==> src/source/battle_pkg.sv <==
`default_nettype none

package battle_pkg;

  localparam int GRID_DIM  = 8;   // Board edge, cells
  localparam int NUM_SHIPS = 5;   // One fleet slot per ship type

  typedef logic [2:0] coord_t;

  // x sits in the low bits, as in the stored record
  typedef struct packed {
    coord_t y;
    coord_t x;
  } cell_t;

  typedef enum logic [2:0] {
    carrier    = 3'd0,
    battleship = 3'd1,
    seaplane   = 3'd2,
    cruiser    = 3'd3,
    submarine  = 3'd4
  } ship_type_e;  // Codes 5 to 7 are not ships

  typedef struct packed {
    logic [2:0]  remaining;  // Cells still afloat
    cell_t [4:0] cells;      // Cell 0 is the anchor, unused cells zero
    ship_type_e  ship_type;
  } ship_rec_t;

  typedef struct packed {
    ship_type_e ship_type;
    logic       vertical;
    logic [1:0] orient;      // Seaplane shape select
    cell_t      anchor;
  } place_req_t;

  typedef enum logic [2:0] {
    place_ok,
    place_border,
    place_overlap,
    place_duplicate,
    place_bad_type
  } place_status_e;

  typedef enum logic [1:0] {
    shot_miss,
    shot_hit,
    shot_sunk,
    shot_repeat
  } shot_result_e;

  typedef struct packed {
    shot_result_e result;
    logic         fleet_sunk;
  } shot_rsp_t;

  // Cells per ship, zero for an invalid code
  function automatic logic [2:0] ship_len(ship_type_e t);
    case (t)
      carrier:    return 3'd5;
      battleship: return 3'd4;
      seaplane:   return 3'd3;
      cruiser:    return 3'd2;
      submarine:  return 3'd1;
      default:    return 3'd0;
    endcase
  endfunction

endpackage

`default_nettype wire

==> src/source/ship_shape_gen.sv <==
`timescale 1ns/100ps
`default_nettype none

module ship_shape_gen import battle_pkg::*; (
  input  wire             clk,
  input  wire             rst_n,
  input  wire             load,
  input  wire place_req_t req,
  output ship_rec_t       rec,
  output logic            border_ok,
  output logic            type_ok
);

  localparam coord_t EDGE = coord_t'(GRID_DIM - 1);  // Last legal coordinate

  coord_t      ax;
  coord_t      ay;
  logic [2:0]  len;
  logic [3:0]  reach;       // One past the last cell of a straight run
  cell_t [4:0] cells;
  logic        fits;
  logic        valid_type;

  assign ax         = req.anchor.x;
  assign ay         = req.anchor.y;
  assign len        = ship_len(req.ship_type);
  assign reach      = {1'b0, (req.vertical ? ay : ax)} + {1'b0, len};
  assign valid_type = (req.ship_type <= submarine);

  always_comb begin
    cells = '0;
    fits  = 1'b0;
    case (req.ship_type)
      carrier, battleship, cruiser: begin
        for (int i = 0; i < 5; i++) begin
          if (i < int'(len)) begin
            cells[i].x = req.vertical ? ax : ax + coord_t'(i);
            cells[i].y = req.vertical ? ay + coord_t'(i) : ay;
          end
        end
        fits = (reach <= 4'(GRID_DIM));
      end
      seaplane: begin
        // Vertical flag plays no part here
        cells[0] = req.anchor;
        case (req.orient)
          2'd0: begin
            cells[1] = '{y: ay + 3'd1, x: ax + 3'd1};
            cells[2] = '{y: ay, x: ax + 3'd2};
            fits     = (ax <= EDGE - 3'd2) && (ay <= EDGE - 3'd1);
          end
          2'd1: begin
            cells[1] = '{y: ay - 3'd1, x: ax + 3'd1};
            cells[2] = '{y: ay, x: ax + 3'd2};
            fits     = (ax <= EDGE - 3'd2) && (ay >= 3'd1);
          end
          2'd2: begin
            cells[1] = '{y: ay + 3'd1, x: ax + 3'd1};
            cells[2] = '{y: ay + 3'd2, x: ax};
            fits     = (ax <= EDGE - 3'd1) && (ay <= EDGE - 3'd2);
          end
          default: begin
            cells[1] = '{y: ay + 3'd1, x: ax - 3'd1};
            cells[2] = '{y: ay + 3'd2, x: ax};
            fits     = (ax >= 3'd1) && (ay <= EDGE - 3'd2);
          end
        endcase
      end
      submarine: begin
        cells[0] = req.anchor;
        fits     = 1'b1;   // Single cell always lands on the board
      end
      default: ;
    endcase
  end

  always_ff @(posedge clk or negedge rst_n) begin
    if (!rst_n) begin
      border_ok <= 1'b0;
      type_ok   <= 1'b0;
    end else if (load) begin
      border_ok <= fits;
      type_ok   <= valid_type;
    end
  end

  always_ff @(posedge clk) begin
    if (load) begin
      rec <= '{remaining: len, cells: cells, ship_type: req.ship_type};
    end
  end

endmodule

`default_nettype wire

==> src/source/occupancy_grid.sv <==
`timescale 1ns/100ps
`default_nettype none

module occupancy_grid import battle_pkg::*; #(
  parameter int N_CELLS = GRID_DIM * GRID_DIM
) (
  input  wire            clk,
  input  wire            rst_n,
  input  wire ship_rec_t cand,
  output logic           overlap,
  input  wire            commit,
  input  wire            shot_lookup,
  input  wire cell_t     shot_cell,
  output ship_type_e     owner,
  output logic           owned,
  output logic           was_shot
);

  localparam int IW = $clog2(N_CELLS);

  ship_type_e        owner_tbl [N_CELLS];
  logic [N_CELLS-1:0] owned_map;   // Valid bit per owner entry
  logic [N_CELLS-1:0] shot_map;
  logic [2:0]        cand_len;
  logic [IW-1:0]     shot_idx;

  function automatic logic [IW-1:0] cell_idx(cell_t c);
    return IW'(int'(c.y) * GRID_DIM + int'(c.x));
  endfunction

  assign cand_len = ship_len(cand.ship_type);
  assign shot_idx = cell_idx(shot_cell);

  // Live cells of the candidate against the current owners
  always_comb begin
    overlap = 1'b0;
    for (int i = 0; i < 5; i++) begin
      if (i < int'(cand_len) && owned_map[cell_idx(cand.cells[i])]) begin
        overlap = 1'b1;
      end
    end
  end

  always_ff @(posedge clk or negedge rst_n) begin
    if (!rst_n) begin
      owned_map <= '0;
      shot_map  <= '0;
      owned     <= 1'b0;
      was_shot  <= 1'b0;
    end else begin
      if (commit) begin
        for (int i = 0; i < 5; i++) begin
          if (i < int'(cand_len)) owned_map[cell_idx(cand.cells[i])] <= 1'b1;
        end
      end
      if (shot_lookup) begin
        owned              <= owned_map[shot_idx];
        was_shot           <= shot_map[shot_idx];
        shot_map[shot_idx] <= 1'b1;  // Marked on the lookup edge
      end
    end
  end

  always_ff @(posedge clk) begin
    if (commit) begin
      for (int i = 0; i < 5; i++) begin
        if (i < int'(cand_len)) owner_tbl[cell_idx(cand.cells[i])] <= cand.ship_type;
      end
    end
    if (shot_lookup) owner <= owner_tbl[shot_idx];
  end

endmodule

`default_nettype wire

==> src/source/fleet_memory.sv <==
`timescale 1ns/100ps
`default_nettype none

module fleet_memory import battle_pkg::*; #(
  parameter int N_SLOTS = NUM_SHIPS
) (
  input  wire                clk,
  input  wire                rst_n,
  input  wire                wr_en,
  input  wire ship_rec_t     wr_rec,
  input  wire                hit_en,
  input  wire ship_type_e    hit_slot,
  output logic [N_SLOTS-1:0] placed,
  output logic [N_SLOTS-1:0] afloat,
  output logic               sunk_now
);

  ship_rec_t recs [N_SLOTS];   // Addressed by ship type
  ship_rec_t hit_rec;
  logic      last_cell;

  assign hit_rec   = recs[hit_slot];
  assign last_cell = (hit_rec.remaining == 3'd1);

  always_ff @(posedge clk or negedge rst_n) begin
    if (!rst_n) begin
      placed   <= '0;
      afloat   <= '0;
      sunk_now <= 1'b0;
    end else begin
      sunk_now <= hit_en && last_cell;
      if (wr_en) begin
        placed[wr_rec.ship_type] <= 1'b1;
        afloat[wr_rec.ship_type] <= (wr_rec.remaining != 3'd0);
      end
      if (hit_en && last_cell) afloat[hit_slot] <= 1'b0;
    end
  end

  // Read-modify-write of the hit slot in one cycle
  always_ff @(posedge clk) begin
    if (wr_en) begin
      recs[wr_rec.ship_type] <= wr_rec;
    end else if (hit_en && hit_rec.remaining != 3'd0) begin
      recs[hit_slot].remaining <= hit_rec.remaining - 3'd1;
    end
  end

endmodule

`default_nettype wire

==> src/source/placement_ctrl.sv <==
`timescale 1ns/100ps
`default_nettype none

module placement_ctrl import battle_pkg::*; #(
  parameter int N_SLOTS = NUM_SHIPS
) (
  input  wire                clk,
  input  wire                rst_n,
  input  wire                place_strobe,
  input  wire place_req_t    place_req,
  output logic               shape_load,
  input  wire ship_rec_t     shape_rec,
  input  wire                border_ok,
  input  wire                type_ok,
  input  wire                overlap,
  input  wire [N_SLOTS-1:0]  placed,
  output logic               grid_commit,
  output logic               mem_wr,
  output logic               place_done,
  output place_status_e      place_status,
  output logic               busy
);

  typedef enum logic [1:0] {
    st_idle,
    st_check,
    st_report
  } state_e;

  state_e        state;
  place_status_e status_d;
  logic          accept;
  logic          dup_q;       // Type already in the fleet
  logic [7:0]    placed_ext;  // Codes 5 to 7 read as not placed

  assign busy       = (state != st_idle) || place_done;
  assign accept     = place_strobe && !busy;
  assign shape_load = accept;
  assign placed_ext = 8'(placed);

  // Status priority: bad type, border, duplicate, overlap
  always_comb begin
    if (!type_ok || shape_rec.remaining == 3'd0) begin
      status_d = place_bad_type;
    end else if (!border_ok) begin
      status_d = place_border;
    end else if (dup_q) begin
      status_d = place_duplicate;
    end else if (overlap) begin
      status_d = place_overlap;
    end else begin
      status_d = place_ok;
    end
  end

  assign grid_commit = (state == st_check) && (status_d == place_ok);
  assign mem_wr      = grid_commit;  // Grid and fleet commit together

  always_ff @(posedge clk or negedge rst_n) begin
    if (!rst_n) begin
      state        <= st_idle;
      dup_q        <= 1'b0;
      place_done   <= 1'b0;
      place_status <= place_ok;
    end else begin
      place_done <= 1'b0;
      case (state)
        st_idle: begin
          if (accept) begin
            // Placed flags cannot move while this request is in flight
            dup_q <= placed_ext[place_req.ship_type];
            state <= st_check;
          end
        end
        st_check: begin
          place_status <= status_d;
          state        <= st_report;
        end
        st_report: begin
          place_done <= 1'b1;
          state      <= st_idle;
        end
        default: state <= st_idle;
      endcase
    end
  end

endmodule

`default_nettype wire

==> src/source/shot_resolver.sv <==
`timescale 1ns/100ps
`default_nettype none

module shot_resolver import battle_pkg::*; #(
  parameter int N_SLOTS = NUM_SHIPS
) (
  input  wire                clk,
  input  wire                rst_n,
  input  wire                fire_strobe,
  input  wire cell_t         fire_cell,
  input  wire                place_busy,
  output logic               grid_lookup,
  input  wire ship_type_e    owner,
  input  wire                owned,
  input  wire                was_shot,
  output logic               hit_en,
  output ship_type_e         hit_slot,
  input  wire                sunk_now,
  input  wire [N_SLOTS-1:0]  afloat,
  input  wire [N_SLOTS-1:0]  placed,
  output logic               shot_done,
  output shot_rsp_t          shot_rsp,
  output logic               shot_busy
);

  typedef enum logic [1:0] {
    st_idle,
    st_hit,
    st_report
  } state_e;

  state_e       state;
  shot_result_e result_d;
  logic         fleet_d;
  logic         accept;

  assign shot_busy   = (state != st_idle) || shot_done;
  assign accept      = fire_strobe && !place_busy && !shot_busy;  // Placement wins a tie
  assign grid_lookup = accept;

  // First hit on an owned cell costs the ship one cell
  assign hit_en   = (state == st_hit) && owned && !was_shot;
  assign hit_slot = owner;

  always_comb begin
    if (was_shot) begin
      result_d = shot_repeat;
    end else if (!owned) begin
      result_d = shot_miss;
    end else if (sunk_now) begin
      result_d = shot_sunk;
    end else begin
      result_d = shot_hit;
    end
  end

  assign fleet_d = (afloat == '0) && (&placed);

  always_ff @(posedge clk or negedge rst_n) begin
    if (!rst_n) begin
      state     <= st_idle;
      shot_done <= 1'b0;
      shot_rsp  <= '{result: shot_miss, fleet_sunk: 1'b0};
    end else begin
      shot_done <= 1'b0;
      case (state)
        st_idle:   if (accept) state <= st_hit;
        st_hit:    state <= st_report;
        st_report: begin
          shot_rsp  <= '{result: result_d, fleet_sunk: fleet_d};
          shot_done <= 1'b1;
          state     <= st_idle;
        end
        default: state <= st_idle;
      endcase
    end
  end

endmodule

`default_nettype wire

==> src/source/battle_map_top.sv <==
`timescale 1ns/100ps
`default_nettype none

module battle_map_top import battle_pkg::*; #(
  parameter int N_SLOTS = NUM_SHIPS,
  parameter int N_CELLS = GRID_DIM * GRID_DIM
) (
  input  wire             clk,
  input  wire             rst_n,
  input  wire             place_strobe,
  input  wire place_req_t place_req,
  input  wire             fire_strobe,
  input  wire cell_t      fire_cell,
  output logic            place_done,
  output place_status_e   place_status,
  output logic            shot_done,
  output shot_rsp_t       shot_rsp,
  output logic            busy
);

  logic               shape_load;
  ship_rec_t          shape_rec;
  logic               border_ok;
  logic               type_ok;
  logic               overlap;
  logic               grid_commit;
  logic               mem_wr;
  logic               grid_lookup;
  ship_type_e         owner;
  logic               owned;
  logic               was_shot;
  logic               hit_en;
  ship_type_e         hit_slot;
  logic [N_SLOTS-1:0] placed;
  logic [N_SLOTS-1:0] afloat;
  logic               sunk_now;
  logic               place_busy;
  logic               shot_busy;
  wire                place_go;     // Placement strobe outside a shot
  wire                place_claim;  // Placement holds or takes the board

  assign place_go    = place_strobe && !shot_busy;
  assign place_claim = place_busy || place_go;
  assign busy        = place_busy || shot_busy;

  ship_shape_gen u_shape (
    .clk, .rst_n,
    .load      (shape_load),
    .req       (place_req),
    .rec       (shape_rec),
    .border_ok (border_ok),
    .type_ok   (type_ok)
  );

  occupancy_grid #(.N_CELLS(N_CELLS)) u_grid (
    .clk, .rst_n,
    .cand (shape_rec), .overlap (overlap), .commit (grid_commit),
    .shot_lookup (grid_lookup), .shot_cell (fire_cell),
    .owner (owner), .owned (owned), .was_shot (was_shot)
  );

  fleet_memory #(.N_SLOTS(N_SLOTS)) u_fleet (
    .clk, .rst_n,
    .wr_en (mem_wr), .wr_rec (shape_rec),
    .hit_en (hit_en), .hit_slot (hit_slot),
    .placed (placed), .afloat (afloat), .sunk_now (sunk_now)
  );

  placement_ctrl #(.N_SLOTS(N_SLOTS)) u_place (
    .clk, .rst_n,
    .place_strobe (place_go), .place_req (place_req), .shape_load (shape_load),
    .shape_rec (shape_rec), .border_ok (border_ok), .type_ok (type_ok),
    .overlap (overlap), .placed (placed), .grid_commit (grid_commit), .mem_wr (mem_wr),
    .place_done (place_done), .place_status (place_status), .busy (place_busy)
  );

  shot_resolver #(.N_SLOTS(N_SLOTS)) u_shot (
    .clk, .rst_n,
    .fire_strobe (fire_strobe), .fire_cell (fire_cell), .place_busy (place_claim),
    .grid_lookup (grid_lookup), .owner (owner), .owned (owned), .was_shot (was_shot),
    .hit_en (hit_en), .hit_slot (hit_slot), .sunk_now (sunk_now),
    .afloat (afloat), .placed (placed),
    .shot_done (shot_done), .shot_rsp (shot_rsp), .shot_busy (shot_busy)
  );

endmodule

`default_nettype wire

==> config.mk <==
export PLATFORM = sky130hd
export DESIGN_NAME = battle_map_top
export DESIGN_NICKNAME = d
export VERILOG_FILES = /design/src/source/battle_pkg.sv /design/src/source/ship_shape_gen.sv /design/src/source/occupancy_grid.sv /design/src/source/fleet_memory.sv /design/src/source/placement_ctrl.sv /design/src/source/shot_resolver.sv /design/src/source/battle_map_top.sv
export SDC_FILE = /design/constraint.sdc
export NUM_CORES = 1
export LEC_CHECK = 0
export BUFFER_PORTS_ARGS = -buffer_cell sky130_fd_sc_hd__buf_2
export CAP_MARGIN = 20
export CORE_ASPECT_RATIO = 0.75
export CORE_MARGIN = 4
export CORE_UTILIZATION = 45
export CTS_CLUSTER_SIZE = 30
export DETAILED_ROUTE_END_ITERATION = 10
export SLEW_MARGIN = 20
export SYNTH_ARGS = -nofsm -noshare
export SYNTH_HDL_FRONTEND = slang
export SYNTH_SLANG_ARGS = --single-unit
==> constraint.sdc <==
create_clock -name clk -period 5.2 [get_ports clk]
set_clock_uncertainty 0.15 [all_clocks]
set_input_delay 0.52 -clock clk [delete_from_list [all_inputs] [get_ports clk]]
set_output_delay 0.52 -clock clk [all_outputs]
set_load 0.005 [all_outputs]
==> flow_summary_export.csv, run 1 <==
group,metric,value,unit
setup_path,crit_chain,"mux4_2 > o2111ai_1 > o211ai_1 > o41ai_4 > nand4b_4 > or2_4 > a21oi_1",
synth,ys_ff_latch,402,
setup_path,worstSetupPathType,"reg2reg",
clock_tree,cts_root_buf,"clkbuf_16",
synth,synth_cells,1922,
die,fp.dieH,200,um
min_path,whs_path_depth,2,
clock_tree,clkLatencyLatePin,560,ps
global_route,grt_max_degree,95,
placed_design,dpl.cell_count,2544,
setup_path,r2r_cells,7,
setup_path,worstReg2RegStart,"u_shape.rec[21]",
synth,syn_avg_cell_area,11.5,um^2
timing,post-route-period-util,88.9,%
setup_path,critPathArrivalTime,4660,ps
setup_path,slowest_delay,1070,ps
pwr,vdd_drop_max,0.000314,V
timing,tightest_slew,1380,ps
drt,wl,83200,um
synth,async_reset_ff_share,38.8,%
pwr,swShare,37.0,%
die,die_w,264,um
cells_and_area,layout.cells.non_filler,2622,
clock_tree,cts-buffers-inserted,40,
setup_path,cp_slowest_cell,"edfxtp_1",
timing,fin_crit,4620,ps
clock_tree,clock_path_buffers,3,
drt,vias,18087,
pwr,combinationalPowerShare,29.0,%
synth,synth_ff_type,"edfxtp_1",
clock_tree,clkSinkCount,402,
die,initial_core_util,46.0,%
setup_path,timing.rr.end,"u_grid.owner_tbl[20][2]",
pwr,power_density,435,nW/um^2
timing,rsz0062_at_grt,"false",
min_path,min-delay-start,"fire_strobe",
timing,drv_slew,0,
timing,fin_tns_setup,0,ps
synth,synthAdderAreaFrac,1.23,%
synth,synth-compound-area-share,22.5,%
drt,drc,0,
timing,setup_violations,0,
pwr,p_int,6750,uW
setup_path,cp-end-kind,"register",
global_route,antenna_found_initial,1,
global_route,grt-ovfl-total,0,
global_route,grt_pass1_vias,17069,
synth,synth_cell_types,74,
die,die_area,52700,um^2
pwr,clockPowerShare,28.5,%
synth,ys_warn_count,0,
setup_path,reg2reg_slack,580,ps
setup_path,critPathMaxFanout,45,
timing,fmax,216,MHz
timing,hold_violations,0,
drt,viasPerCell,6.90,
run_status,status,"finished clean",
pwr,p_seq_share,42.5,%
cells_and_area,drive_gt1_share,17.0,%
clock_tree,clk_pin_slew,70,ps
drt,wire_per_inst,31.7,um
synth,muxShareOfSynthArea,7.16,%
die,io_pins,31,
clock_tree,h-tree-depth,2,
cells_and_area,synthToLayoutAreaGrowth,11.6,%
placed_design,dp_hpwl,61000,um
min_path,min_path_type,"in2reg",
placed_design,numPortBuffers,30,
clock_tree,cts_resized,0,
pwr,p_leak,0.00870,uW
clock_tree,cts_tree,"built",
synth,synth_area,22100,um^2
synth,post_synth_and_or_nand_nor_area_fraction,13.7,%
die,core-area,47900,um^2
setup_path,critPathLaunchType,"register",
min_path,hold_end,"u_shot.state[0]",
drt,final_antenna_net_count,0,
pwr,power_switching,3960,uW
drt,drtIter0Drc,2676,
setup_path,cp.required,5240,ps
die,row_count,69,
drt,firstDrtPassIters,8,
cells_and_area,fin_nets,1993,
synth,synth_xor_area_share,0.437,%
synth,synth_edf_count,246,
placed_design,gp_congestion,1.05,
synth,yosysSeqAreaShare,51.2,%
synth,syn_nets,1965,
timing,slew_headroom,7.99,%
global_route,groute.usage.overall,31.1,%
synth,synth_top_family_by_area,"compound AO/OA/AOI/OAI gates",
global_route,grt_first_pass_wirelength,122000,um
run,cap_violations,0,
what timing repair did:
item,4_1_cts,5_1_grt
endpoints found under the hold margin,94,0
buffers inserted,0,0
hold buffers,2,0
how the worst max path moves through the flow:
stage	from	endpoint	slack [ps]	cells past startpoint
3_5_place_dp	u_shape.rec[21]	u_grid.owner_tbl[20][2]	620	7
6_report	u_shape.rec[21]	u_grid.owner_tbl[20][2]	580	7
3_3_place_gp	u_shape.rec[21]	u_grid.owner_tbl[18][2]	580	7
4_1_cts	u_shape.rec[21]	u_grid.owner_tbl[20][1]	600	7
5_1_grt	u_shape.rec[21]	u_grid.owner_tbl[18][0]	460	7
2_1_floorplan	u_shape.rec[1]	u_fleet.recs[3][33]	1560	10
layout by cell type, fill, tap and decap left out, types with 15 or more instances in the layout:
cell type / Yosys / layout
edfxtp_1: 246 / 246
dfrtp_1: 156 / 156
a22oi_1: 135 / 135
nand2_1: 133 / 133
o21bai_1: 120 / 120
nor2_1: 100 / 99
buf_4: 2 / 93
a221oi_1: 64 / 64
a21oi_1: 59 / 59
nor2_4: 50 / 51
o22ai_1: 49 / 49
o21ai_0: 46 / 46
mux4_2: 45 / 45
a22o_1: 44 / 44
clkbuf_16: 0 / 44
mux2i_1: 42 / 42
a31oi_1: 39 / 39
nor3_1: 40 / 36
inv_1: 33 / 33
buf_2: 30 / 29
nand2b_1: 26 / 26
a211oi_1: 24 / 24
nand3_1: 21 / 21
nor3b_1: 25 / 20
ha_1: 20 / 20
nor2b_1: 19 / 19
and2_1: 18 / 18
o221ai_1: 18 / 18
or3_1: 18 / 18
nand4_1: 15 / 15
layout make-up:
cell class                      count  area, um^2
Fill cell                        4225       23300
Multi-Input combinational cell   1341        9990
Sequential cell                   402       11300
Antenna cell                        1        2.50
Inverter                           33         124
Clock inverter                     19         204
Tap cell                          639         800
Timing Repair Buffer              132        1010
Clock buffer                       55        1210
power groups by stage:
stage	Combinational (uW)	Clock [uW]	Sequential, uW
5_1_grt	3260	3240	4570
3_5_place_dp	2980	0	4580
4_1_cts	2990	3090	4520
6_report	3110	3050	4550
3_3_place_gp	2980	0	4570
2_1_floorplan	1990	0	4220
sequential cells by signal, indices dropped and copies added (netlist names), 2 cells and up:
name / cells
u_grid.owner_tbl: 192
u_grid.owned_map: 64
u_grid.shot_map: 64
u_shape.rec: 36
u_fleet.recs: 15
u_fleet.afloat: 5
u_fleet.placed: 5
u_grid.owner: 3
u_place.place_status: 3
u_shot.shot_rsp: 3
u_place.state: 2
u_shot.state: 2
metal layers:
| layer | global-route usage (%) | wire length (um) | up-vias |
|---|---|---|---|
| met4 | 10.6 | 3200 | 0 |
| li1 | - | - | 7649 |
| met3 | 7.81 | 9510 | 144 |
| met2 | 43.3 | 33800 | 1146 |
| met5 | 0 | 0 | - |
| met1 | 47.4 | 36700 | 9148 |
cell families after synthesis:
logic type / Yosys count
multiplexers: 100
buffers and inverters: 179
adder cells (fa/ha/maj): 21
AO/OA/AOI/OAI: 678
AND/OR/NAND/NOR: 531
flip-flops: 402
XOR/XNOR: 11
critical path: cells and delay by family (launching register included):
kind            cells  cell delay (ps)
compound gates      4             1710
flops               1             1070
mux                 1              600
simple gates        2              690
cell usage after synthesis, drive strengths merged, types with 15 or more instances:
master | n | share of area [%]
edfxtp | 246 | 33
dfrtp | 156 | 18
nor2 | 150 | 4.3
a22oi | 135 | 4.6
nand2 | 133 | 2.3
o21bai | 120 | 4.1
clkbuf | 94 | 1.6
a221oi | 64 | 2.5
a21oi | 59 | 1.3
buf | 52 | 1.6
o22ai | 49 | 1.4
o21ai | 47 | 1.1
mux4 | 45 | 4.6
a22o | 44 | 1.7
mux2i | 42 | 1.9
nor3 | 40 | 0.91
a31oi | 39 | 1.1
inv | 33 | 0.56
nand2b | 26 | 0.74
nor3b | 25 | 0.85
a211oi | 24 | 0.82
nand3 | 21 | 0.48
ha | 20 | 1.1
and2 | 19 | 0.54
nor2b | 19 | 0.54
o221ai | 18 | 0.71
or3 | 18 | 0.51
and3 | 15 | 0.43
nand4 | 15 | 0.43
per-stage QoR:
stage	util [%]	instance area [um^2]	total power (uW)	setup slack, ps	hold slack [ps]
2_1_floorplan	-	22100	6210	1560	74.4
3_3_place_gp	48.4	23200	7550	581	294
3_5_place_dp	48.4	23200	7550	619	313
4_1_cts	51.3	24600	10600	603	56.8
5_1_grt	51.4	24600	11100	460	66.2
6_report	51.4	24600	10700	578	81.3
Note: power is estimated with default switching activity, not from simulation.
==> run 2, diff against run 1 <==
- BUFFER_PORTS_ARGS: -buffer_cell sky130_fd_sc_hd__buf_2 -> -buffer_cell sky130_fd_sc_hd__clkbuf_2
==> flow_summary_export.csv, run 2 (synthesized netlist as in run 1, its figures left out) <==
group,metric,value,unit
run_status,status,"finished clean",
setup_path,slowest_delay,920,ps
timing,fin_crit,4600,ps
clock_tree,cts_tree,"built",
setup_path,worstSetupPathType,"reg2reg",
cells_and_area,synthToLayoutAreaGrowth,11.4,%
cells_and_area,final_cell_mix,"246 x edfxtp_1, 156 x dfrtp_1, 135 x a22oi_1",
die,initial_core_util,46.0,%
pwr,power_density,438,nW/um^2
clock_tree,clkLatencyLatePin,570,ps
die,die_area,52700,um^2
clock_tree,cts-buffers-inserted,40,
timing,rsz0062_at_grt,"false",
cells_and_area,fin_nets,1982,
pwr,p_leak,0.00864,uW
cells_and_area,layout.cells.most_common,"edfxtp_1",
cells_and_area,largest_reg_flops,192,
global_route,grt-ovfl-total,0,
setup_path,crit_start,"u_shape.rec[5]",
global_route,grt_max_degree,71,
timing,fin_ws,598,ps
timing,hold_violations,0,
setup_path,critPathMaxFanout,35,
clock_tree,cts_root_buf,"clkbuf_16",
drt,drc,0,
die,die_w,264,um
min_path,min_path_type,"in2reg",
setup_path,critPathArrivalTime,4700,ps
drt,final_antenna_net_count,0,
clock_tree,h-tree-depth,2,
placed_design,gp_congestion,1.05,
global_route,groute.usage.overall,31.6,%
setup_path,timing.rr.end,"u_grid.owner_tbl[63][0]",
clock_tree,clk_pin_slew,70,ps
setup_path,cp_num_buf_inv,3,
setup_path,reg2reg_slack,600,ps
drt,wl,84000,um
drt,wire_per_inst,32.2,um
drt,viasPerCell,6.95,
clock_tree,clock_path_buffers,3,
setup_path,cp-end-kind,"register",
global_route,antenna_found_initial,3,
timing,tightest_slew,1150,ps
timing,fmax,217,MHz
drt,firstDrtPassIters,9,
setup_path,path_depth,11,
die,io_pins,31,
die,core-area,47900,um^2
clock_tree,clkSinkCount,402,
drt,vias,18150,
pwr,total_power,10800,uW
die,fp.dieH,200,um
setup_path,r2r_cells,11,
clock_tree,postCtsSetupBuffers,0,
timing,setup_violations,0,
setup_path,critPathLaunchType,"register",
global_route,grt_first_pass_wirelength,124000,um
setup_path,cp.required,5300,ps
timing,slew_headroom,23.2,%
placed_design,numPortBuffers,30,
placed_design,pre_cts_ws,767,ps
cells_and_area,fin_util,51.3,%
die,row_count,69,
setup_path,crit_chain,"buf_4 > mux4_2 > or3_1 > o2111ai_1 > a2111oi_0 > nand4_1 > nand4_1 > or2_4 > buf_12 > buf_4 > nor2_1",
placed_design,dp_hpwl,61200,um
setup_path,path_delay_family,"simple AND/OR/NAND/NOR gates",
drt,drtIter0Drc,2562,
cells_and_area,drive_gt1_share,16.1,%
setup_path,crit_end,"u_grid.owner_tbl[63][0]",
run,cap_violations,0,
global_route,grt_pass1_vias,17267,
timing,holdWs,50.6,ps
setup_path,worstReg2RegStart,"u_shape.rec[5]",
timing,post-route-period-util,88.5,%
pwr,vdd_drop_max,0.000311,V
setup_path,cp_slowest_cell,"edfxtp_1",
timing,drv_slew,0,
timing,fin_tns_setup,0,ps
[run 2: cell type report]
| class | count | area [um^2] |
|---|---|---|
| Sequential cell | 402 | 11300 |
| Clock inverter | 24 | 354 |
| Antenna cell | 1 | 2.50 |
| Tap cell | 639 | 800 |
| Multi-Input combinational cell | 1341 | 10000 |
| Timing Repair Buffer | 121 | 927 |
| Inverter | 33 | 124 |
| Fill cell | 4227 | 23400 |
| Clock buffer | 50 | 1070 |
[run 2: power by group]
group / switching [uW] / internal, uW
combinational: 2010 / 1060
sequential: 659 / 3910
clock: 1250 / 1870
[run 2: per-layer routing]
layer | wire length, um | global-route usage [%] | up-vias | share of wire [%]
li1 | - | - | 7607 | -
met1 | 36500 | 47.1 | 9167 | 43
met2 | 34600 | 44.9 | 1222 | 41
met3 | 9830 | 8.63 | 152 | 12
met4 | 3030 | 10.1 | 2 | 3.6
met5 | 13 | 0 | - | 0.015
[run 2: through the flow]
stage / std cells / cell area, um^2
4_1_cts: 2609 / 24500
3_5_place_dp: 2533 / 23100
6_report: 2611 / 24600
5_1_grt: 2610 / 24600
3_3_place_gp: 2533 / 23100
2_1_floorplan: 1922 / 22100
[run 2: worst min path at each step]
stage	start	to	slack, ps	depth (start not counted)
floorplan	rst_n	u_fleet.afloat[0]	70	0
global placement	u_grid.shot_map[32]	u_grid.shot_map[32]	310	1
detailed placement	u_grid.shot_map[46]	u_grid.shot_map[46]	310	1
CTS	fire_strobe	u_shot.state[0]	30	2
global route	fire_strobe	u_shot.state[0]	40	2
finish	fire_strobe	u_shot.state[0]	50	2
[run 2: what timing repair did]
| item | CTS | global route |
|---|---|---|
| endpoints found under the hold margin | 47 | 0 |
| hold buffers | 2 | 0 |
| resized for setup | 0 | 0 |
